### src/rlwe_mem_pkg.sv
// TCM side widths and the structs that move data to and from the coefficient memory
// One TCM word holds one coefficient, 256 words in total
`default_nettype none

package rlwe_mem_pkg;

    localparam int COEF_W = 16;                 // Coefficient and TCM word width
    localparam int ADDR_W = 8;                  // 256 words

    // Host data port request, 26 bits
    typedef struct packed {
        logic                valid;
        logic                write;              // 1 = write, 0 = read
        logic [ADDR_W-1:0]   addr;
        logic [COEF_W-1:0]   wdata;
    } host_req_t;

    // Coprocessor write-back into the TCM, 25 bits
    typedef struct packed {
        logic                valid;
        logic [ADDR_W-1:0]   addr;
        logic [COEF_W-1:0]   data;
    } wb_t;

endpackage : rlwe_mem_pkg

`default_nettype wire
### src/rlwe_isa_pkg.sv
// Coprocessor instruction set: opcodes, the 32-bit instruction word and the
// per-coefficient operation. Opcodes other than ADD, SUB and MUL are illegal
`default_nettype none

package rlwe_isa_pkg;

    localparam int INSTR_W = 32;
    localparam int OPC_W   = 4;
    localparam int LEN_W   = 4;                 // Vector length minus one

    typedef enum logic [OPC_W-1:0] {
        OP_ADD = 4'h1,
        OP_SUB = 4'h2,
        OP_MUL = 4'h3
    } opcode_e;

    // --------------------
    // Instruction word, MSB first
    // --------------------
    typedef struct packed {
        logic [OPC_W-1:0]                opcode;   // Raw field, may hold illegal codes
        logic [LEN_W-1:0]                len;
        logic [rlwe_mem_pkg::ADDR_W-1:0] src2;
        logic [rlwe_mem_pkg::ADDR_W-1:0] src1;
        logic [rlwe_mem_pkg::ADDR_W-1:0] dst;
    } rlwe_instr_t;

    // One element of an expanded vector instruction, 29 bits
    typedef struct packed {
        logic                            valid;
        opcode_e                         op;
        logic [rlwe_mem_pkg::ADDR_W-1:0] src1;
        logic [rlwe_mem_pkg::ADDR_W-1:0] src2;
        logic [rlwe_mem_pkg::ADDR_W-1:0] dst;
    } coef_op_t;

    function automatic logic is_legal_op(logic [OPC_W-1:0] opc);
        return (opc == OP_ADD) || (opc == OP_SUB) || (opc == OP_MUL);
    endfunction

endpackage : rlwe_isa_pkg

`default_nettype wire

### src/rlwe_decode.sv
// Expands one vector instruction into len+1 coefficient operations, one per cycle
// A new instruction starts only once every operation of the previous one is written
// Illegal opcodes are dequeued, flagged and otherwise dropped
`default_nettype none

module rlwe_decode (
    input  wire                              clk,
    input  wire                              rst_n_out,
    input  wire rlwe_isa_pkg::rlwe_instr_t   i_head,
    input  wire                              i_empty,
    output logic                             o_pop,
    input  wire                              i_retire,
    output rlwe_isa_pkg::coef_op_t           o_op,
    output logic                             o_illegal_stb,
    output logic                             o_idle
);

    import rlwe_mem_pkg::*;
    import rlwe_isa_pkg::*;

    typedef enum logic [1:0] {
        DEC_IDLE,
        DEC_EXPAND,
        DEC_DRAIN
    } dec_state_e;

    dec_state_e         state;
    opcode_e            cur_opc;
    logic [ADDR_W-1:0]  cur_src1;
    logic [ADDR_W-1:0]  cur_src2;
    logic [ADDR_W-1:0]  cur_dst;
    logic [LEN_W-1:0]   cur_len;
    logic [LEN_W-1:0]   idx;                    // Element being issued
    logic [2:0]         inflight;               // Issued but not yet written
    logic               start;
    logic               issue;

    assign start         = (state == DEC_IDLE) && !i_empty && (inflight == '0);
    assign issue         = (state == DEC_EXPAND);
    assign o_pop         = start;
    assign o_illegal_stb = start && !is_legal_op(i_head.opcode);
    assign o_idle        = (state == DEC_IDLE) && i_empty && (inflight == '0);

    // Addresses wrap at the top of the TCM
    assign o_op = '{valid: issue,
                    op:    cur_opc,
                    src1:  cur_src1 + ADDR_W'(idx),
                    src2:  cur_src2 + ADDR_W'(idx),
                    dst:   cur_dst  + ADDR_W'(idx)};

    // --------------------
    // FSM
    // --------------------
    always_ff @(posedge clk) begin
        if (!rst_n_out) begin
            state <= DEC_IDLE;
        end else begin
            case (state)
                DEC_IDLE:   if (start && is_legal_op(i_head.opcode)) state <= DEC_EXPAND;
                DEC_EXPAND: if (idx == cur_len) state <= DEC_DRAIN;
                DEC_DRAIN:  if (inflight == '0) state <= DEC_IDLE;
                default:    state <= DEC_IDLE;
            endcase
        end
    end

    // Instruction fields, latched at dequeue
    always_ff @(posedge clk) begin
        if (start) begin
            cur_opc  <= opcode_e'(i_head.opcode);
            cur_len  <= i_head.len;
            cur_src1 <= i_head.src1;
            cur_src2 <= i_head.src2;
            cur_dst  <= i_head.dst;
            idx      <= '0;
        end else if (issue) begin
            idx <= idx + 1'b1;
        end
    end

    always_ff @(posedge clk) begin
        if (!rst_n_out) begin
            inflight <= '0;
        end else begin
            case ({issue, i_retire})
                2'b10:   inflight <= inflight + 1'b1;
                2'b01:   inflight <= inflight - 1'b1;
                default: inflight <= inflight;   // Both or neither
            endcase
        end
    end

    // Every retire from the result stage matches an earlier issue
    a_inflight_no_underflow : assert property (@(posedge clk) disable iff (!rst_n_out)
        i_retire |-> (inflight != '0));

endmodule : rlwe_decode

`default_nettype wire

### config.mk
export PLATFORM = sky130hd
export DESIGN_NAME = rlwe_decode
export DESIGN_NICKNAME = d
export VERILOG_FILES = /design/src/rlwe_mem_pkg.sv /design/src/rlwe_isa_pkg.sv /design/src/rlwe_decode.sv
export SDC_FILE = /design/constraint.sdc
export NUM_CORES = 1
export LEC_CHECK = 0
export BUFFER_PORTS_ARGS = -buffer_cell sky130_fd_sc_hd__buf_2
export CAP_MARGIN = 20
export CORE_UTILIZATION = 50
export DETAILED_ROUTE_END_ITERATION = 10
export PLACE_DENSITY = 0.78
export RECOVER_POWER = 25
export SKIP_CTS_REPAIR_TIMING = 1
export SLEW_MARGIN = 15
export SYNTH_ARGS = -nofsm -noshare
export SYNTH_HDL_FRONTEND = slang
export SYNTH_SLANG_ARGS = --single-unit
### constraint.sdc
create_clock -name clk -period 5.15 [get_ports clk]
set_input_delay 0.7725 -clock clk [delete_from_list [all_inputs] [get_ports clk]]
set_output_delay 0.7725 -clock clk [all_outputs]
set_load 0.02 [all_outputs]
# Yosys cells after proc, flatten, opt, wreduce, memory -nomap -nowiden
# Cells that the tools add are included.
# word_totals
register_bits,41
in_bits,36
out_inout_bits,32
word_cells,44
# classes
addsub,6
eq_ne,11
mux,5
reduce_logical,14
# op_table
cell,n
8-bit by 4-bit adder with 8-bit output,3
4-bit by 2-bit == test with 1-bit output (second input constant),2
1-bit logical AND,6
2-bit two-way mux,3
2-bit case mux with 3 select lines,1
3-bit case mux with 2 select lines,1
4-bit by 1-bit adder with 4-bit output (second input constant),1
2-bit by 1-bit == test with 1-bit output (second input constant),2
2-bit == test (second input constant),2
4-bit by 1-bit == test with 1-bit output (second input constant),1
4-bit == test,1
2-bit by 1-bit inequality test with 1-bit output (second input constant),2
3-bit by 1-bit adder with 3-bit output (second input constant),1
3-bit zero test,1
3-bit AND reduction,1
3-bit by 1-bit subtractor with 3-bit output (second input constant),1
1-bit zero test,2
2-bit zero test,1
1-bit logical OR,2
2-bit inequality test (second input constant),1
2-bit nonzero test,1

# Logic depth before layout (Yosys ltp)
# logic_depth
depth_word,6
mapped_depth,9
mapped_depth_nobuf,8

# Least setup slack after synthesis
# OpenSTA, ideal clock, no wires.
# synth_timing
kind,in2out
from,in i_empty
to,out o_illegal_stb
t_arrival_ps,1927
required_ps,4378
path_slack_ps,2450
stages,3
n_path_buf,1
path_cell_list,and3b_1 -> buf_2 -> nor2b_1
# synth_via
elab_chain_len,4
# synth_rtl
element,line_no,text
from (decl),rlwe_decode.sv:10,"input wire i_empty,"
1-bit zero test,rlwe_decode.sv:38,assign start = (state == DEC_IDLE) && !i_empty && (inflight == '0);
1-bit logical AND (2 in a row),rlwe_decode.sv:38,
via o_pop,rlwe_decode.sv:11,"output logic o_pop,"
1-bit logical AND,rlwe_decode.sv:41,assign o_illegal_stb = start && !is_legal_op(i_head.opcode);
to (decl),rlwe_decode.sv:14,"output logic o_illegal_stb,"
# The timed path passes the listed nets, and every way through them passes these cells.

==> impl_metrics.toml <==
[final_layout]
final_util_pct = 63.8
fin_cells = 294
drive_above_1_share_pct = 31.6
n_fill_cell = 332
diodes = 0
fin_area_sq_um = 2550
fin_nets = 297
area_delta_synth_final_pct = 22.6

[sta]
fin_crit_sh_pct = 58.7
grt_setup_unrepaired = "no"
hold_viol = 0
report.final.slew_viol_count = 0
fin_ws_ns = 2.13
skew_ns = 0.00337
fmax_ghz = 0.331
relSlewSlack_pct = 45.1
min_period_ns = 3.02
tightest_slew_ns = 0.823
setup_viol = 0
fin_tns_setup_ns = 0

[placement]
gp_congestion = 0.676
post-place-ws_ns = 2.33
dp_hpwl_um = 2700
placed_area_sq_um = 2460
dpl.cell_count = 286
io_buffers = 67

[detailed_routing]
met3_length_um = 164
wl_met2_um = 1820
antenna_left = 0
vias = 1469
drc_errors = 0
drt_wl_total_um = 3500
firstDrtPassIters = 4
post_drt_via_cell_ratio = 5.00
highest_layer = "met4"
routedWlPerCell_um = 11.9
dr.first_iter.drc_count = 41
wl_met1_um = 1470

[clocking]
numCtsBuffers = 5
clkSinkCount = 41
clockBufferDepth = 2
clkLatencyLatePin_ns = 0.29
path_clk_slew_ns = 0.07
htreeDepth = 2
cts_tree = "yes"
cts-root-buf = "clkbuf_8"

[critical_path]
worstSetupEndpointType = "output pin"
cp.required_ns = 4.38
reg2reg_slack_ns = 3.12
arrival_ns = 2.25
critical_path_class = "reg -> out"
cp_max_fo = 7
cp-start-kind = "flip-flop"

[synthesis]
synth_top_area_cell = "edfxtp_1"
syn_area_sq_um = 2080
yosysTopAreaCellShare_pct = 46.1
synth_nets = 226
ys_warn_count = 0
synthArstFlopShare_pct = 0
syn-mean-instance-area_sq_um = 12.1
synth_seq_cells = 41
synth-main-ff-cell = "edfxtp_1"
synth-edff-count = 32
synthCells = 172
synth.distinct_cells = 28
synth_area_leaders = "edfxtp_1, dfxtp_1, ha_1"
synth-seq-area-share_pct = 54.8

[floorplanning]
num_io_pins = 68
start_util_pct = 52.1
core_area_sq_um = 4000
row_count = 23
die_h_um = 66.6
dieWidth_um = 66.6
die_area_sq_um = 4430

[pwr]
cellPowerDensity_nw_per_um2 = 352
irDropWorstVdd_mv = 0.219
leakage_uw = 0.00112

[grt]
antenna_found_initial = 0
grt_pass1_vias = 1316
grt.overflow.total = 0
track_usage_pct = 17.6
grt_pass1_wl_um = 5630
grt_start_max_net_pins = 40

[status]
status = "finished, final reports clean"

[run]
maxCapViolCount = 0

[worst_hold_path]
min_path_type = "reg -> reg"
## registers in the layout, indices dropped and copies added (netlist names)
| register | count |
|---|---|
| idx | 4 |
| inflight | 3 |
| state | 2 |
| cur_src2 | 8 |
| cur_opc | 4 |
| cur_src1 | 8 |
| cur_dst | 8 |
| cur_len | 4 |
## worst paths after layout
kind                      end  cells past startpoint   startpoint
hold / removal    inflight[2]                      2  inflight[2]
hold reg to reg   inflight[2]                      2  inflight[2]
setup reg to reg  inflight[2]                      8     state[0]
setup / recovery     o_op[22]                      8       idx[0]
## synth_stat cells (all sizes together) (2+ instances only)
library cell,count
edfxtp,32
inv,17
dfxtp,9
xor2,10
nand2,9
buf,3
ha,14
nor3,2
a21o,6
o21ai,12
nor2b,6
fa,4
a211oi,6
and2,2
xnor2,14
o2111ai,3
nor2,14
## final cells by class
type / count / area (sq um) / area share [%]
Clock buffer: 6 / 82.6 / 3.23
Clock inverter: 2 / 8.76 / 0.343
Inverter: 17 / 63.8 / 2.50
Multi-Input combinational cell: 111 / 860 / 33.7
Sequential cell: 41 / 1140 / 44.7
Tap cell: 50 / 62.6 / 2.45
Timing Repair Buffer: 67 / 335 / 13.1
## report_power, final
part / switching, uW / internal (uW) / total (uW)
sequential: 26.0 / 407 / 433
clock: 101 / 106 / 207
combinational: 160 / 98.3 / 258
## kinds of logic (layout without fill, tap and decap cells)
kind of cell	count (synthesis)	count (layout)	synth area share (%)
flops	41	41	54.8
simple gates	39	39	9.43
compound gates	30	30	9.43
xor+xnor	24	24	10.1
buf+inv	20	92	4.02
fa+ha+maj	18	18	12.3
## metal layers
| metal | track usage [%] | vias to the layer above |
|---|---|---|
| met5 | 0 | - |
| li1 | - | 743 |
| met1 | 19.7 | 683 |
| met3 | 4.79 | 5 |
| met4 | 7.98 | 0 |
| met2 | 30.8 | 38 |
## metrics by stage
stage               hold WS [ns]  total power [uW]
finish                     0.524               898
global route               0.593               952
CTS                        0.524               908
detailed placement         0.513               700
global placement           0.491               693
floorplan                  0.476               619
## layout by cell type, fill, tap and decap left out, types with 3 or more instances in the layout
| master | count |
|---|---|
| xnor2_1 | 14 |
| a21o_1 | 6 |
| o21ai_0 | 12 |
| xor2_1 | 10 |
| nand2_1 | 9 |
| o2111ai_1 | 3 |
| dfxtp_1 | 9 |
| ha_1 | 14 |
| nor2_1 | 14 |
| fa_1 | 4 |
| inv_1 | 17 |
| buf_2 | 67 |
| nor2b_1 | 6 |
| a211oi_1 | 6 |
| clkbuf_8 | 6 |
| edfxtp_1 | 32 |
## worst max-delay path: stages, from the launching register on
cell     delay (ns)
dfxtp_1        0.50
ha_1           0.26
inv_1          0.06
fa_1           0.40
nor2b_1        0.12
o21ai_0        0.11
a21o_1         0.21
xnor2_1        0.13
buf_2          0.18
No activity file was read; power rests on OpenSTA's default activity.
