[src/rlwe_mem_pkg.sv]
// TCM side widths and the structs that move data to and from the coefficient memory
// One TCM word holds one coefficient, 256 words in total
`default_nettype none

package rlwe_mem_pkg;

    localparam int COEF_W = 16;                 // Coefficient and TCM word width
    localparam int ADDR_W = 8;                  // 256 words

    // Host data port request, 26 bits
    typedef struct packed {
        logic                valid;
        logic                write;              // 1 = write, 0 = read
        logic [ADDR_W-1:0]   addr;
        logic [COEF_W-1:0]   wdata;
    } host_req_t;

    // Coprocessor write-back into the TCM, 25 bits
    typedef struct packed {
        logic                valid;
        logic [ADDR_W-1:0]   addr;
        logic [COEF_W-1:0]   data;
    } wb_t;

endpackage : rlwe_mem_pkg

`default_nettype wire
[src/rlwe_isa_pkg.sv]
// Coprocessor instruction set: opcodes, the 32-bit instruction word and the
// per-coefficient operation. Opcodes other than ADD, SUB and MUL are illegal
`default_nettype none

package rlwe_isa_pkg;

    localparam int INSTR_W = 32;
    localparam int OPC_W   = 4;
    localparam int LEN_W   = 4;                 // Vector length minus one

    typedef enum logic [OPC_W-1:0] {
        OP_ADD = 4'h1,
        OP_SUB = 4'h2,
        OP_MUL = 4'h3
    } opcode_e;

    // --------------------
    // Instruction word, MSB first
    // --------------------
    typedef struct packed {
        logic [OPC_W-1:0]                opcode;   // Raw field, may hold illegal codes
        logic [LEN_W-1:0]                len;
        logic [rlwe_mem_pkg::ADDR_W-1:0] src2;
        logic [rlwe_mem_pkg::ADDR_W-1:0] src1;
        logic [rlwe_mem_pkg::ADDR_W-1:0] dst;
    } rlwe_instr_t;

    // One element of an expanded vector instruction, 29 bits
    typedef struct packed {
        logic                            valid;
        opcode_e                         op;
        logic [rlwe_mem_pkg::ADDR_W-1:0] src1;
        logic [rlwe_mem_pkg::ADDR_W-1:0] src2;
        logic [rlwe_mem_pkg::ADDR_W-1:0] dst;
    } coef_op_t;

    function automatic logic is_legal_op(logic [OPC_W-1:0] opc);
        return (opc == OP_ADD) || (opc == OP_SUB) || (opc == OP_MUL);
    endfunction

endpackage : rlwe_isa_pkg

`default_nettype wire

[src/rlwe_instr_queue.sv]
// Instruction FIFO with credit return. QUEUE_DEPTH must be a power of two, 2 or more
// The host owns QUEUE_DEPTH credits after reset and may push only while holding one
// A credit pulse follows each dequeue by one cycle
`default_nettype none

module rlwe_instr_queue #(
    parameter int QUEUE_DEPTH = 4
) (
    input  wire                              clk,
    input  wire                              rst_n_out,
    input  wire                              i_push,
    input  wire rlwe_isa_pkg::rlwe_instr_t   i_data,
    input  wire                              i_pop,
    output rlwe_isa_pkg::rlwe_instr_t        o_head,
    output logic                             o_empty,
    output logic                             o_credit
);

    import rlwe_isa_pkg::*;

    localparam int PTR_W = $clog2(QUEUE_DEPTH);

    logic [INSTR_W-1:0] mem [QUEUE_DEPTH];
    logic [PTR_W:0]     wr_ptr;                 // Extra MSB tells full from empty
    logic [PTR_W:0]     rd_ptr;
    logic               full;
    logic               wr_en;
    logic               rd_en;

    assign o_empty = (wr_ptr == rd_ptr);
    assign full    = (wr_ptr[PTR_W] != rd_ptr[PTR_W]) &&
                     (wr_ptr[PTR_W-1:0] == rd_ptr[PTR_W-1:0]);
    assign wr_en   = i_push && !full;
    assign rd_en   = i_pop && !o_empty;
    assign o_head  = rlwe_instr_t'(mem[rd_ptr[PTR_W-1:0]]);

    always_ff @(posedge clk) begin
        if (wr_en) begin
            mem[wr_ptr[PTR_W-1:0]] <= i_data;
        end
    end

    always_ff @(posedge clk) begin
        if (!rst_n_out) begin
            wr_ptr   <= '0;
            rd_ptr   <= '0;
            o_credit <= 1'b0;
        end else begin
            if (wr_en) wr_ptr <= wr_ptr + 1'b1;
            if (rd_en) rd_ptr <= rd_ptr + 1'b1;
            o_credit <= rd_en;                  // One credit back per dequeue
        end
    end

    // Host must never push without a credit
    a_no_push_when_full : assert property (@(posedge clk) disable iff (!rst_n_out)
        i_push |-> !full);

    // Decode only dequeues a present entry
    a_no_pop_when_empty : assert property (@(posedge clk) disable iff (!rst_n_out)
        i_pop |-> !o_empty);

endmodule : rlwe_instr_queue

`default_nettype wire

[config.mk]
export PLATFORM = sky130hd
export DESIGN_NAME = rlwe_instr_queue
export DESIGN_NICKNAME = d
export VERILOG_FILES = /design/src/rlwe_mem_pkg.sv /design/src/rlwe_isa_pkg.sv /design/src/rlwe_instr_queue.sv
export SDC_FILE = /design/constraint.sdc
export NUM_CORES = 1
export LEC_CHECK = 0
export CORE_ASPECT_RATIO = 0.8
export CORE_MARGIN = 2
export CORE_UTILIZATION = 30
export CTS_CLUSTER_SIZE = 40
export DETAILED_ROUTE_END_ITERATION = 7
export DONT_BUFFER_PORTS = 1
export HOLD_SLACK_MARGIN = 0.12
export PLACE_DENSITY = 0.47
export REMOVE_ABC_BUFFERS = 1
export SETUP_SLACK_MARGIN = 0.15
export SYNTH_ARGS = -nofsm -noshare
export SYNTH_HDL_FRONTEND = slang
export SYNTH_SLANG_ARGS = --single-unit
[constraint.sdc]
create_clock -name clk -period 3.4 [get_ports clk]
set_clock_uncertainty 0.15 [all_clocks]
set_input_delay 0.51 -clock clk [delete_from_list [all_inputs] [get_ports clk]]
set_output_delay 0.51 -clock clk [all_outputs]
set_load 0.01 [all_outputs]
## Word-level counts from Yosys, hierarchy flattened

Memory sizes are Yosys's and may differ from the RTL's. A register that Yosys moved wholly into a read port is not among the register bits.
Cells that the tools add are included.

| word-level totals | value |
|---|---|
| bits in registers | 7 |
| output and inout bits | 34 |
| logic and storage cells | 18 |
| memory bits (writable) | 128 |
| memories | 1 |

Memory list:

| name | words | width | read ports | clocked after memory_dff | wr ports | RTL line | RTL |
|---|---|---|---|---|---|---|---|
| mem | 4 | 32 | 1 | 1 | 1 | rlwe_instr_queue.sv:23 | `logic [INSTR_W-1:0] mem [QUEUE_DEPTH];` |

| operators by class | value |
|---|---|
| reductions and logical operators | 5 |
| add/subtract/negate cells | 2 |
| muxes and demuxes | 4 |
| equal/unequal tests | 3 |

Operators with widths:

| kind | count |
|---|---|
| $add 3x1->3 const B | 2 |
| $mux 2 | 2 |
| $eq 3x3->1 | 1 |
| $logic_and 1x1->1 | 3 |
| $eq 2x2->1 | 1 |
| $logic_not 1->1 | 2 |
| $mux 1 | 2 |
| $ne 1x1->1 | 1 |

## Logic depth before layout (Yosys ltp)

| logic depth | value |
|---|---|
| depth after elaboration | 6 |
| gate-level depth with buffers | 4 |

## Worst setup path after synthesis

Ideal clock, no wire load.

| path | value |
|---|---|
| path kind | reg2reg |
| from | reg wr_ptr[0] |
| to | mem mem[1][0], enable pin |
| required time | 2,858 ps |
| library setup time | 392 ps |
| slack | 969 ps |
| cell stages (with the launch flop) | 5 |
| clock period less this slack | 2,431 ps |
| path buffers | 1 |
| arrival time | 1,889 ps |
| path through | dfxtp_1 -> xor2_1 -> clkbuf_1 -> o31a_2 -> and2_1 |

| between the ends | value |
|---|---|
| word-level cells in the longest chain between the ends | 6 |

RTL lines:

| what | RTL line | RTL |
|---|---|---|
| start: declaration | rlwe_instr_queue.sv:24 | `logic [PTR_W:0] wr_ptr;` |
| start signal: assignment | rlwe_instr_queue.sv:49 | `if (wr_en) wr_ptr <= wr_ptr + 1'b1;` |
| $eq 2x2->1 | rlwe_instr_queue.sv:32 | `(wr_ptr[PTR_W-1:0] == rd_ptr[PTR_W-1:0]);` |
| $logic_and 1x1->1 | rlwe_instr_queue.sv:31 | `assign full = (wr_ptr[PTR_W] != rd_ptr[PTR_W]) &&` |
| $logic_not 1->1 | rlwe_instr_queue.sv:33 | `assign wr_en = i_push && !full;` |
| $logic_and 1x1->1 | rlwe_instr_queue.sv:33 |  |
| $mux 1 | rlwe_instr_queue.sv:38 | `if (wr_en) begin` |
| $mux 1 (not written as such) | rlwe_instr_queue.sv:39 | `mem[wr_ptr[PTR_W-1:0]] <= i_data;` |
| end: declaration | rlwe_instr_queue.sv:23 |  |

Parallel ways exist; a longest one is shown, timed or not.

==> results <==
- The number of setup buffers added after CTS is 0.
- Total power for the finished layout comes to 5.065 mW.
- Synthesis instantiated 24 different standard cells from the library.
- The arithmetic-cell share of the synthesized area counting full adders, half adders and majority gates is under 10%.
- After filler insertion, the fill cell instance count of the layout stands at about 1600.
- The portion of synthesized area spent on multiplexers is roughly 14%.
- The total number of vias is 2487.
- The final number of max-transition violations is 0.
- The worst register-to-register path begins at wr_ptr[0]$_SDFFE_PN0P_.
- The number of cell instances on the worst register-to-register path is 4.
- The clock drives approximately 140 sinks.
- Summing the sequential cell areas from Yosys gives between 70% and 80% of the chip area.
- Setup violations remaining at the end of the flow were counted as 0.
- The floorplan has 43 rows.
- A synthesized cell averages 21.58 um^2.
- The worst voltage drop across the vdd grid is about 0.35 mV.
- Counting every instance in the synthesized netlist gives between 200 and 250.
- The detailed-router iteration count before antenna repair is 4.
- The finished cells cover about 0.0063 mm^2.
- The type of the setup path with the least slack is reg2out.
- In the global route stage, overall resource usage came out at 11.89%.
- The die is about 150 um wide.
- Summing the areas of all and, or, nand and nor instances in the mapped netlist gives 3.801% of the synthesized area.
- The average wire per standard cell is roughly 19 um.
- The final layout contains routed wiring with a total length of a little over 10 mm.
- The clock root buffer is clkbuf_16.
- For this run, design rule violations remaining after detail routing come to 0.
- The die area is around 0.018 mm^2.
- The CTS H-tree depth is 4.
- The total half-perimeter wirelength after legalization and detailed placement is 6.044 mm.
- In this run the register-to-register setup slack is just over 900 ps.
- The total of max-cap violations is 0.
- The delay of the slowest critical-path stage is between 600 and 700 ps.
- The antenna violation net count after detailed routing is 0.
- Setup repair after global routing left no endpoint under its margin.
- The required time of the critical path is between 2000 and 3000 ps.
- Compared with the post-synthesis result, the final layout area differs by 21.96%.
- Data on the critical path arrives at its endpoint at ~1900 ps.
- The flow ran to the end, and the final reports show no timing, DRC or antenna violations.
- The timing endpoint of the critical path is o_head[4].
- For this design, the CTS-stage hold fixing added 33 buffers.
- The floorplan step defined a core boundary enclosing roughly 0.017 mm^2.
- Counting flops and latches in the post-synthesis netlist gives 137.
- The combinational family with the most area after synthesis is multiplexers.
- The path class of the tightest hold or removal check is in2reg.
- After clock tree synthesis, the repair step resized 0 gates.
- The worst setup path is captured at an output port.
- Measured along the y axis, the die boundary spans approximately 120 um.
- The vias per cell is roughly 4.7.
- In this run the cell area of the synthesized design comes to roughly 0.0052 mm^2.
- The count of port buffers added during placement is 0.
- For this design the top-level I/O count stands at 70.
- The final hold violation count is 0.
- Timing would allow up to around 380 MHz.
- The power density of the placed cells is 798.4 mW/mm^2.
- The standard cell area after detailed placement is between 0.005 and 0.006 mm^2.
- Summed over all layers, the global routing overflow is 0.
- Counting the buffers created by CTS gives 17.
- The number of global-route vias before repair is 2605.
- The antenna diode count is 0.
- Summed over all cells, the static leakage comes to between 2 and 2.5 nW.
- TritonCTS built the clock tree.
- Clock-pin slew was measured on the worst setup and hold paths at about 60 ps.
- The slew at the pin with the worst max-slew slack is approximately 940 ps.
- The clock passes through at most 2 buffers.
- The first global-routing pass estimated around 15 mm of wire.
- The final total negative setup slack is 0 ps.
- The largest individual stage delay along the critical path comes from the cell mux4_2.
- STA classifies the critical path startpoint as a flip-flop.
- The synthesized netlist devotes roughly 1.7% of its cell area to compound gates.
- Entering global routing, the biggest net connects 33 pins.
- The worst-case headroom to the max-slew limit is between 30% and 40%.
- The layout cell share with drive strength beyond 1 is a little under a quarter.
- The number of antenna violations at the first check in global routing is 0.
- In this run the worst path has a maximum fanout of 16.
- The signal on the critical path passes through buf_4 > mux4_2.
- Routability-driven placement finished with a final weighted congestion of approximately 0.73.
- After Yosys synthesis, XOR and XNOR cells account for less than 1% of the synthesized area.
- The initial utilization of the core area, before any placement, comes to ~30%.
- The endpoint identified for the worst register-to-register timing path is mem[3][2]$_DFFE_PP_.
- For this run, the post-layout net count is 331.
- During synthesis, Yosys emitted a total of 0 warnings.
- The clock reaches the later pin of the worst-skew pair after 410 ps.
- In the finished design, the share of the clock period the worst path needs comes to about three quarters.
- The number of violations reported at the end of detailed-routing iteration 0 is between 150 and 200.
- The final period demand of the worst path is 2599 ps.
## cell usage after synthesis (all sizes together)
| library cell | instances | share of area, % |
|---|---|---|
| xnor2 | 2 | 0.34 |
| dfxtp | 9 | 3.5 |
| ha | 5 | 1.2 |
| o21ai | 6 | 0.58 |
| buf | 5 | 0.46 |
| edfxtp | 128 | 74 |
| or4 | 3 | 0.43 |
| o31a | 1 | 0.19 |
| nand4 | 7 | 0.84 |
| nand2 | 7 | 0.51 |
| and2 | 4 | 0.48 |
| o211ai | 4 | 0.58 |
| and4b | 2 | 0.41 |
| and3b | 2 | 0.34 |
| or3 | 1 | 0.12 |
| nand3 | 5 | 0.48 |
| nor3 | 2 | 0.19 |
| xor2 | 3 | 0.51 |
| mux4 | 32 | 14 |
| clkbuf | 4 | 0.29 |
| inv | 7 | 0.51 |
| a41oi | 2 | 0.34 |
## critical path: cells and delay by family (launching register included)
| kind | cells | cell delay [ps] |
|---|---|---|
| flip-flops | 1 | 490 |
| buffers and inverters | 1 | 390 |
| multiplexers | 1 | 630 |
## registers in the layout, summed over array words and instances, names as in the netlist, named ones only
register / count
rd_ptr: 3
wr_ptr: 3
o_credit: 1
mem: 128
## through the flow
stage | utilization (%) | cells | setup slack, ps | hold slack (ps)
3_3_place_gp | 32.03 | 463 | 972.7 | 448.5
5_1_grt | 36.96 | 526 | 658.5 | 162.0
2_1_floorplan | - | 232 | 606.9 | 409.0
3_5_place_dp | 32.03 | 463 | 928.5 | 459.0
6_report | 36.96 | 526 | 800.5 | 176.8
4_1_cts | 36.96 | 526 | 707.5 | 148.8
## area by class of cell
class | instances | area, um^2 | share of cell area, %
timing repair buffer | 39 | 375.4 | 5.917
multi-input combinational | 88 | 1117 | 17.61
inverter | 7 | 26.28 | 0.4142
tap | 225 | 281.5 | 4.438
sequential | 137 | 4026 | 63.47
clock buffer | 19 | 432.9 | 6.824
clock inverter | 11 | 83.83 | 1.321
## cell usage in the layout (no fill, tap or decap)
| cell type | synthesis | final |
|---|---|---|
| inv_1 | 7 | 7 |
| clkinv_2 | 0 | 4 |
| mux4_2 | 32 | 32 |
| clkbuf_16 | 0 | 17 |
| clkbuf_1 | 4 | 2 |
| dlygate4sd3_1 | 0 | 33 |
| ha_1 | 5 | 5 |
| clkinv_1 | 0 | 3 |
| or4_1 | 3 | 3 |
| o211ai_1 | 4 | 4 |
| nor3_1 | 2 | 2 |
| dfxtp_2 | 0 | 2 |
| or3_1 | 1 | 1 |
| clkinvlp_4 | 0 | 3 |
| xor2_1 | 3 | 3 |
| bufinv_16 | 0 | 1 |
| o31a_2 | 1 | 1 |
| and4b_2 | 1 | 1 |
| nand3_1 | 5 | 5 |
| edfxtp_1 | 128 | 128 |
| a41oi_1 | 2 | 2 |
| o21ai_0 | 6 | 6 |
| buf_4 | 0 | 6 |
| and4b_1 | 1 | 1 |
| nand2_1 | 7 | 7 |
| nand4_1 | 7 | 7 |
| and3b_1 | 2 | 2 |
| dfxtp_1 | 9 | 7 |
| xnor2_1 | 2 | 2 |
| and2_2 | 0 | 4 |
## how the worst min path moves through the flow
| stage | from | to | cells past startpoint |
|---|---|---|---|
| final | i_push | wr_ptr[1]$_SDFFE_PN0P_ | 2 |
| after global routing | i_pop | o_credit$_SDFF_PN0_ | 2 |
| after CTS | i_pop | o_credit$_SDFF_PN0_ | 2 |
| after detailed placement | i_data[22] | mem[0][22]$_DFFE_PP_ | 0 |
| after global placement | rd_ptr[2]$_SDFFE_PN0P_ | rd_ptr[2]$_SDFFE_PN0P_ | 2 |
| after floorplan | rd_ptr[2]$_SDFFE_PN0P_ | rd_ptr[2]$_SDFFE_PN0P_ | 2 |
## report_power, final
part | internal [mW] | total, mW | switching (mW)
logic | 0.478 | 1.13 | 0.655
clock network | 0.980 | 1.61 | 0.632
registers | 2.16 | 2.32 | 0.156
total | 3.62 | 5.06 | 1.44
## kinds of logic after synthesis
group	after synthesis
buf+inv	16
simple gates	33
xor+xnor	5
fa+ha+maj	5
mux	32
flops	137
compound gates	13
## routing by layer
metal	global-route usage [%]	up-vias	share of wire, %
met5	0	-	0
met4	4.907	0	1.3
met3	4.644	11	6.8
met2	19.00	68	50
met1	14.47	1301	42
li1	-	1107	-
(Power assumes the default switching activity.)
