`config.mk`:
```
export PLATFORM = sky130hd
export DESIGN_NAME = rlwe_execute
export DESIGN_NICKNAME = d
export VERILOG_FILES = /design/src/rlwe_mem_pkg.sv /design/src/rlwe_isa_pkg.sv /design/src/rlwe_execute.sv
export SDC_FILE = /design/constraint.sdc
export NUM_CORES = 1
export LEC_CHECK = 0
export BUFFER_PORTS_ARGS = -buffer_cell sky130_fd_sc_hd__buf_2
export CAP_MARGIN = 10
export CORE_AREA = 2 2 201 203
export CTS_BUF_LIST = sky130_fd_sc_hd__clkbuf_8
export DETAILED_ROUTE_END_ITERATION = 8
export DIE_AREA = 0 0 203 205
export GPL_ROUTABILITY_DRIVEN = 0
export GPL_TIMING_DRIVEN = 0
export HOLD_SLACK_MARGIN = 0.02
export PLACE_DENSITY = 0.72
export SKIP_CTS_REPAIR_TIMING = 1
export SLEW_MARGIN = 25
export SYNTH_ARGS = -nofsm -noshare
export SYNTH_HDL_FRONTEND = slang
export SYNTH_SLANG_ARGS = --single-unit
export TNS_END_PERCENT = 1
```
`constraint.sdc`:
```
create_clock -name clk -period 55.6 [get_ports clk]
set_clock_uncertainty 0.2 [all_clocks]
set_input_delay 5.56 -clock clk [delete_from_list [all_inputs] [get_ports clk]]
set_output_delay 5.56 -clock clk [all_outputs]
set_load 0.05 [all_outputs]
```
`src/rlwe_mem_pkg.sv`:
```
// TCM side widths and the structs that move data to and from the coefficient memory
// One TCM word holds one coefficient, 256 words in total
`default_nettype none

package rlwe_mem_pkg;

    localparam int COEF_W = 16;                 // Coefficient and TCM word width
    localparam int ADDR_W = 8;                  // 256 words

    // Host data port request, 26 bits
    typedef struct packed {
        logic                valid;
        logic                write;              // 1 = write, 0 = read
        logic [ADDR_W-1:0]   addr;
        logic [COEF_W-1:0]   wdata;
    } host_req_t;

    // Coprocessor write-back into the TCM, 25 bits
    typedef struct packed {
        logic                valid;
        logic [ADDR_W-1:0]   addr;
        logic [COEF_W-1:0]   data;
    } wb_t;

endpackage : rlwe_mem_pkg

`default_nettype wire
```
`src/rlwe_isa_pkg.sv`:
```
// Coprocessor instruction set: opcodes, the 32-bit instruction word and the
// per-coefficient operation. Opcodes other than ADD, SUB and MUL are illegal
`default_nettype none

package rlwe_isa_pkg;

    localparam int INSTR_W = 32;
    localparam int OPC_W   = 4;
    localparam int LEN_W   = 4;                 // Vector length minus one

    typedef enum logic [OPC_W-1:0] {
        OP_ADD = 4'h1,
        OP_SUB = 4'h2,
        OP_MUL = 4'h3
    } opcode_e;

    // --------------------
    // Instruction word, MSB first
    // --------------------
    typedef struct packed {
        logic [OPC_W-1:0]                opcode;   // Raw field, may hold illegal codes
        logic [LEN_W-1:0]                len;
        logic [rlwe_mem_pkg::ADDR_W-1:0] src2;
        logic [rlwe_mem_pkg::ADDR_W-1:0] src1;
        logic [rlwe_mem_pkg::ADDR_W-1:0] dst;
    } rlwe_instr_t;

    // One element of an expanded vector instruction, 29 bits
    typedef struct packed {
        logic                            valid;
        opcode_e                         op;
        logic [rlwe_mem_pkg::ADDR_W-1:0] src1;
        logic [rlwe_mem_pkg::ADDR_W-1:0] src2;
        logic [rlwe_mem_pkg::ADDR_W-1:0] dst;
    } coef_op_t;

    function automatic logic is_legal_op(logic [OPC_W-1:0] opc);
        return (opc == OP_ADD) || (opc == OP_SUB) || (opc == OP_MUL);
    endfunction

endpackage : rlwe_isa_pkg

`default_nettype wire

```
`src/rlwe_execute.sv`:
```
// Modular ADD, SUB and MUL on TCM operands. Operands must be below MODULUS,
// and MODULUS must be below 2^15. One result per cycle, registered
`default_nettype none

module rlwe_execute #(
    parameter int MODULUS = 12289
) (
    input  wire                                  clk,
    input  wire                                  rst_n_out,
    input  wire rlwe_isa_pkg::coef_op_t          i_op,
    input  wire [rlwe_mem_pkg::COEF_W-1:0]       i_rdata_a,
    input  wire [rlwe_mem_pkg::COEF_W-1:0]       i_rdata_b,
    output rlwe_mem_pkg::wb_t                    o_wb
);

    import rlwe_mem_pkg::*;
    import rlwe_isa_pkg::*;

    localparam logic [COEF_W:0]     MOD_EXT  = (COEF_W + 1)'(MODULUS);
    localparam logic [2*COEF_W-1:0] MOD_PROD = (2 * COEF_W)'(MODULUS);

    logic                   op_vld_q;
    coef_op_t               op_q;               // Lines up with the TCM read data
    logic [COEF_W:0]        sum;
    logic [COEF_W:0]        diff;
    logic [2*COEF_W-1:0]    prod;
    logic [COEF_W-1:0]      res;
    logic                   wb_vld_q;
    logic [ADDR_W-1:0]      wb_addr_q;
    logic [COEF_W-1:0]      wb_data_q;

    always_ff @(posedge clk) begin
        if (!rst_n_out) op_vld_q <= 1'b0;
        else            op_vld_q <= i_op.valid;
    end

    always_ff @(posedge clk) begin
        op_q <= i_op;
    end

    assign sum  = {1'b0, i_rdata_a} + {1'b0, i_rdata_b};
    assign diff = {1'b0, i_rdata_a} - {1'b0, i_rdata_b} +
                  ((i_rdata_a < i_rdata_b) ? MOD_EXT : '0);   // Keep it non-negative
    assign prod = i_rdata_a * i_rdata_b;

    always_comb begin
        case (op_q.op)
            OP_ADD:  res = (sum >= MOD_EXT) ? COEF_W'(sum - MOD_EXT) : COEF_W'(sum);
            OP_SUB:  res = COEF_W'(diff);
            OP_MUL:  res = COEF_W'(prod % MOD_PROD);
            default: res = '0;
        endcase
    end

    // Result stage
    always_ff @(posedge clk) begin
        if (!rst_n_out) wb_vld_q <= 1'b0;
        else            wb_vld_q <= op_vld_q;
    end

    always_ff @(posedge clk) begin
        wb_addr_q <= op_q.dst;
        wb_data_q <= res;
    end

    assign o_wb = '{valid: wb_vld_q, addr: wb_addr_q, data: wb_data_q};

    // Reduced results stay in range as long as the host loaded reduced operands
    a_result_reduced : assert property (@(posedge clk) disable iff (!rst_n_out)
        o_wb.valid |-> (o_wb.data < COEF_W'(MODULUS)));

endmodule : rlwe_execute

`default_nettype wire

```
# Yosys cells after proc, flatten, opt, wreduce, memory -nomap -nowiden
# Cells that the tools add are included.
[totals] regBits=38 inputBits=63 elab_cells=20
[op_classes] n_addsub=4 mul=1 div=1 n_lt_le_gt_ge=2 n_eq_ne=3 n_mux=3
[op_table] cell="16-bit one-hot mux with 3 select lines" n=1
[op_table] cell="32-bit by 14-bit remainder unit with 32-bit output, second input constant" n=1
[op_table] cell="16-bit by 16-bit multiplier with 32-bit output" n=1
[op_table] cell="16-bit by 16-bit adder with 17-bit output" n=1
[op_table] cell="17-bit by 14-bit >= comparator with 1-bit output, second input constant" n=1
[op_table] cell="16-bit by 14-bit adder with 16-bit output" n=1
[op_table] cell="16-bit < comparator" n=1
[op_table] cell="16-bit two-way mux" n=1
[op_table] cell="16-bit by 14-bit subtractor with 16-bit output, second input constant" n=1
[op_table] cell="16-bit subtractor" n=1
[op_table] cell="14-bit two-way mux" n=1
[op_table] cell="4-bit by 2-bit equality test with 1-bit output, second input constant" n=2
[op_table] cell="4-bit by 1-bit equality test with 1-bit output, second input constant" n=1

# Depth between registers and ports, before layout
# Gate-level depths: netlist of run 1.
[depth] ltp_word=4 depth_mapped=106 mapped_depth_nobuf=86

# Least setup slack after synthesis of run 1
# OpenSTA, ideal clock, no wires.
[synth_timing] path_kind="input to register" from="input port i_rdata_a[5] (netlist bit)" to="register wb_data_q[11]" setup_ps=127 arrival_time_ps=29968 required_ps=55273 setup_slack_ps=25304 path_stages=92 n_path_buf=10 path_cell_list="clkbuf_1 clkinv_1 nor2_1 fa_1 fa_1 fa_1 fa_1 fa_1 inv_1 fa_1 inv_1 ha_1 buf_2 a21oi_1 o21ai_1 a221oi_1 nand3_1 xnor2_1 [... 56 more ...] o31a_1 xnor2_1 inv_2 ha_1 nor4_1 o2111ai_1 o41ai_2 o311ai_4 buf_6 buf_4 xnor2_1 ha_1 nand2_1 and4b_1 a31o_2 a2111oi_1 xor2_1 o21ai_1"
[synth_via] elab_chain_cells=4 elab_cells_between_ends=11 classes_between="4 x add/sub; 1 x mul; 1 x div; 2 x order compare; 3 x mux"
[synth_lines] item="from (decl)" line="rlwe_execute.sv:11" text="input wire [rlwe_mem_pkg::COEF_W-1:0] i_rdata_a,"
[synth_lines] item="parallel branches: the longest is 3 deep, another holds 16-bit by 16-bit multiplier with 32-bit output"
[synth_lines] item="16-bit one-hot mux with 3 select lines *" line="rlwe_execute.sv:47" text="case (op_q.op)"
[synth_lines] item="net res[11]" line="rlwe_execute.sv:27" text="logic [COEF_W-1:0] res;"
[synth_lines] item="to (signal assigned)" line="rlwe_execute.sv:63" text="wb_data_q <= res;"
[synth_lines] item="to (decl)" line="rlwe_execute.sv:30" text="logic [COEF_W-1:0] wb_data_q;"
# Mark *: on every way through the listed nets, which the timed path passes.
# A chain may end at the register's enable or synchronous reset.

# Worst setup path after layout of run 1
[layout_timing] from="input port i_rdata_a[7] (netlist bit)" to="register wb_data_q[11]"
# The elaborated chain is that of the path after synthesis.

==> results of run 1 <==
-- final timing paths --
check,start,end,slack [ns],depth (start not counted)
setup / recovery,i_rdata_a[7],wb_data_q[11]$_DFF_P_,20.28,93
hold / removal,op_q[4]$_DFF_P_,wb_addr_q[4]$_DFF_P_,0.13,0
setup reg to reg,op_q[27]$_DFF_P_,wb_data_q[9]$_DFF_P_,53.59,6
hold reg to reg,op_q[4]$_DFF_P_,wb_addr_q[4]$_DFF_P_,0.13,0
-- metrics by stage --
stage	area, um2	hold slack [ns]
2_1_floorplan	21500	0.110
3_3_place_gp	22500	0.110
3_5_place_dp	22500	0.116
4_1_cts	22600	0.133
5_1_grt	22600	0.136
6_report	22600	0.130
-- layout by cell type, fill, tap and decap left out, drive strengths merged, types with 37 or more instances in the layout --
| cell type | n |
|---|---|
| nand2 | 315 |
| ha | 160 |
| or3 | 37 |
| inv | 306 |
| a211oi | 38 |
| and3 | 43 |
| nand4 | 45 |
| and2 | 102 |
| xor2 | 62 |
| a31oi | 49 |
| buf | 110 |
| nor3 | 81 |
| clkbuf | 61 |
| o21ai | 110 |
| a21oi | 148 |
| nor2 | 262 |
| xnor2 | 120 |
| dfxtp | 38 |
| nand3 | 89 |
| fa | 203 |
-- cells by family (layout without fill, tap and decap cells) --
logic type / after synthesis / count (layout) / synth area share [%]
buffers and inverters: 402 / 481 / 7.49
AOI/OAI and AO/OA: 687 / 687 / 23.7
xor gates and xnor gates: 182 / 182 / 7.61
DFF: 38 / 38 / 3.54
adders and majority gates: 366 / 366 / 28.4
and+or+nand+nor: 1143 / 1143 / 27.4
muxes: 38 / 38 / 1.86
-- layout make-up --
type | instances | area (um2)
multi-input cells | 2416 | 19100
inverters | 307 | 1150
plain buffers | 95 | 455
flip-flops and latches | 38 | 761
repair buffers | 71 | 355
fillers | 3726 | 16800
clock inverters | 3 | 41.3
well taps | 525 | 657
clock buffers | 5 | 68.8
-- routing by layer --
layer | routed length [um] | share of wire, %
met1 | 26800 | 43
met2 | 28500 | 46
met3 | 4770 | 7.7
met4 | 2050 | 3.3
met5 | 0 | 0
-- registers in the layout, summed over array words and instances (netlist names) --
name and count:
wb_data_q 16, op_q 12, wb_addr_q 8, op_vld_q 1
wb_vld_q 1
==> run_results.csv, run 1 <==
group,metric,value,unit
synth,ys_ff_latch,38,
sta,hold_viol_final,0,
global_route,antenna_found_initial,0,
route,drc,0,
synth,syn_area,0.0215,mm2
synth,ys_warn_count,0,
sta,setup_viol,0,
synth,synth_cell_type_count,135,
sta,period_share,63.5,%
route,vias,21728,
global_route,met1_usage,40.4,%
synth,netlist_top_cells_count,"313 x nand2_1, 304 x inv_1, 262 x nor2_1",
critical_path,critPathMaxFanout,10,
cts,cts_sinks,38,
place,io_buffers,71,
critical_path,startpoint_type,"input port",
cts,worstSkewPairLatency,0.28,ns
synth,ys_top_cells_by_area,"fa_1 19%, ha_1 9.3%, nand2_1 5.5%",
die,start_util,54.6,%
place,dp_cells,3452,
sta,rsz0062_at_grt,"no",
global_route,grt_pass1_wl,105,mm
final_layout,utilization,57.4,%
cts,clkTransAtPathRegs,0.07,ns
global_route,grt_overflow,0,
critical_path,criticalPathCategory,"in -> reg",
cts,cts_buffer_depth,2,
global_route,grt_use_met2,50.7,%
route,avgRoutedWirePerCell,18.0,um
critical_path,crit_required,55.56,ns
synth,yosysSeqAreaShare,3.54,%
synth,synth.top_cell.area_share,18.9,%
cts,htree_levels,2,
sta,fin_tns_setup,0,ns
critical_path,cpPeakStageDelay,0.70,ns
synth,netlist_instances,2856,
die,die_area,0.0416,mm2
critical_path,slowest_stage,"a21oi_1",
global_route,busiest_layer,"met2",
synth,yosys.area.top_type,"fa_1",
die,pin_count,88,
sta,finalMaxSlewViolations,0,
critical_path,crit_family,"compound AO/OA/AOI/OAI gates",
route,drt_pass1_iterations,6,
die,rows,73,
synth,avgSynthCellArea,7.52,um2
route,drt_wl_total,62.2,mm
sta,fin_crit,35.32,ns
synth,synth-edff-count,0,
min_path,hp-class,"reg -> reg",
global_route,grt_use_met3,2.99,%
cts,cts_made_buffers,5,
synth,synthArstFlopShare,0,%
final_layout,nets,3360,
outcome,status,"finished, final reports clean",
die,core_area,0.0394,mm2
route,post_drt_via_cell_ratio,6.28,
place,hpwl,52.3,mm
critical_path,arrival,35.28,ns
sta,tightest_slew,0.982,ns
route,first_iter_violations,2099,
cts,cts_tree,"yes",
route,postRouteAntennaNets,0,
final_layout,final-instance-count-excl-fill,3460,
sta,setup_ws,20.28,ns
final_layout,diodes,0,
die,die_y,205,um
sta,relSlewSlack,34.1,%
critical_path,critPathBufInv,15,
final_layout,area_growth,5.28,%
synth,synthFlopType,"dfxtp_1",
global_route,grt_max_degree,13,
sta,fmax,28.3,MHz
place,dp_slack,20.79,ns
synth,yosys.cell_count.top_type,"nand2_1",
global_route,grtUsageTotal,30.0,%
die,die_x,203,um
global_route,grt_pass1_vias,21000,
critical_path,worstSetupEndpointType,"flop",
cts,clock-root-buffer,"clkbuf_8",
final_layout,drive_gt1_share,9.44,%
flow_run,drv_cap,0,
synth,postSynthNetCount,3282,
Power of run 1 is not shown: default switching activity piles up to over one toggle a cycle in this logic, so the estimate is an artifact.
==> run 2: changes to the inputs <==
==> constraint.sdc (replaced) <==
create_clock -name clk -period 34 [get_ports clk]
set_clock_uncertainty 0.2 [all_clocks]
set_input_delay 3.4 -clock clk [delete_from_list [all_inputs] [get_ports clk]]
set_output_delay 3.4 -clock clk [all_outputs]
set_load 0.05 [all_outputs]
==> run 2 against run 1 <==
  * Setup slack worse by 19 ns
  * Worst hold slack about the same
  * Critical path depth increased by 1
  * Critical endpoint unchanged
  * First-iteration DRC count grew 9.2%
  * Sequential share of layout area about the same
==> run_results.csv, run 2 (same netlist as run 1, synthesis figures left out) <==
group,metric,value,unit
outcome,status,"finished, final reports clean",
critical_path,worstSetupEndpointType,"flop",
route,drt_pass1_iterations,6,
sta,hold_viol_final,0,
critical_path,arrival,32.27,ns
final_layout,diodes,0,
place,hpwl,52.3,mm
sta,fin_tns_setup,0,ns
cts,cts_tree,"yes",
route,postRouteAntennaNets,0,
route,vias,21766,
cts,cts_sinks,38,
die,die_area,0.0416,mm2
final_layout,largest_register_ffs,16,
critical_path,criticalPathCategory,"in -> reg",
route,post_drt_via_cell_ratio,6.29,
sta,setup_ws,1.69,ns
cts,cts_made_buffers,5,
sta,relSlewSlack,32.9,%
cts,clock-root-buffer,"clkbuf_8",
global_route,grt_max_degree,13,
global_route,grt_use_met3,2.99,%
global_route,met1_usage,40.4,%
die,rows,73,
sta,tightest_slew,0.999,ns
route,drt_wl_total,62.5,mm
final_layout,top_regs,"wb_data_q (16), op_q (12), wb_addr_q (8)",
die,core_area,0.0394,mm2
cts,htree_levels,2,
flow_run,drv_cap,0,
critical_path,critPathMaxFanout,10,
sta,setup_viol,0,
sta,period_share,95.0,%
critical_path,cpPeakStageDelay,0.61,ns
min_path,hp-class,"reg -> reg",
route,avgRoutedWirePerCell,18.1,um
route,first_iter_violations,2293,
place,dp_cells,3452,
final_layout,final-instance-count-excl-fill,3459,
final_layout,largest_register,"wb_data_q",
sta,rsz0062_at_grt,"no",
sta,fmax,31.0,MHz
critical_path,path_common_cell,"fa_1",
sta,finalMaxSlewViolations,0,
die,die_y,205,um
die,die_x,203,um
route,drc,0,
critical_path,startpoint_type,"input port",
global_route,grt_pass1_vias,21000,
global_route,busiest_layer,"met2",
die,pin_count,88,
critical_path,slowest_stage,"clkbuf_1",
final_layout,area_growth,6.01,%
critical_path,crit_required,33.96,ns
final_layout,nets,3359,
global_route,grt_pass1_wl,105,mm
final_layout,drive_gt1_share,10.1,%
final_layout,mostFrequentLayoutCell,"nand2_1",
global_route,grt_use_met2,50.7,%
cts,cts_buffer_depth,2,
sta,fin_crit,32.31,ns
cts,worstSkewPairLatency,0.28,ns
global_route,grtUsageTotal,30.0,%
place,io_buffers,71,
global_route,grt_overflow,0,
final_layout,layout_common_cells,"313 x nand2_1, 304 x inv_1, 262 x nor2_1",
global_route,antenna_found_initial,0,
place,dp_slack,1.35,ns
cts,clkTransAtPathRegs,0.07,ns
die,start_util,54.6,%
-- run 2: cell types whose count changed in the layout (fill, tap and decap cells not counted), sizes merged --
cell      before  now
clkbuf        61   60
inv          306  305
clkinv         2    1
clkinvlp       1    3
-- run 2: worst max-delay path: cells and delay by family --
family | cells | cell delay (ns)
AOI/OAI and AO/OA | 36 | 12.03
and+or+nand+nor | 27 | 8.25
adders and majority gates | 9 | 3.88
buffers and inverters | 16 | 2.97
muxes | 3 | 1.05
xor gates and xnor gates | 3 | 0.65
-- run 2: cell type report --
type / instances / area (um2)
plain buffers: 94 / 455
clock buffers: 5 / 68.8
clock inverters: 3 / 41.3
fillers: 3708 / 16600
inverters: 307 / 1160
multi-input cells: 2416 / 19300
flip-flops and latches: 38 / 761
well taps: 525 / 657
repair buffers: 71 / 355
-- run 2: stage by stage --
step,cell area (um2),hold WS [ns],util [%]
after global routing,22800,0.136,57.8
after floorplan,21500,0.110,-
after detailed placement,22500,0.116,57.1
after CTS,22600,0.133,57.4
final,22800,0.130,57.8
after global placement,22500,0.110,57.1
-- run 2: final timing paths --
path	start	endpoint	slack (ns)	depth (start not counted)
setup / recovery	i_rdata_a[8]	wb_data_q[11]$_DFF_P_	1.69	94
hold reg to reg	op_q[4]$_DFF_P_	wb_addr_q[4]$_DFF_P_	0.13	0
setup reg to reg	op_q[24]$_DFF_P_	wb_data_q[6]$_DFF_P_	31.99	4
hold / removal	op_q[4]$_DFF_P_	wb_addr_q[4]$_DFF_P_	0.13	0
-- run 2: routing by layer --
metal	part of all wire [%]	wire length, um	vias to the layer above
li1	-	-	10267
met1	43	26900	10302
met2	46	28800	1017
met3	7.6	4770	180
met4	3.3	2070	0
met5	0	0	-
Power of run 2 is left out for the same reason.
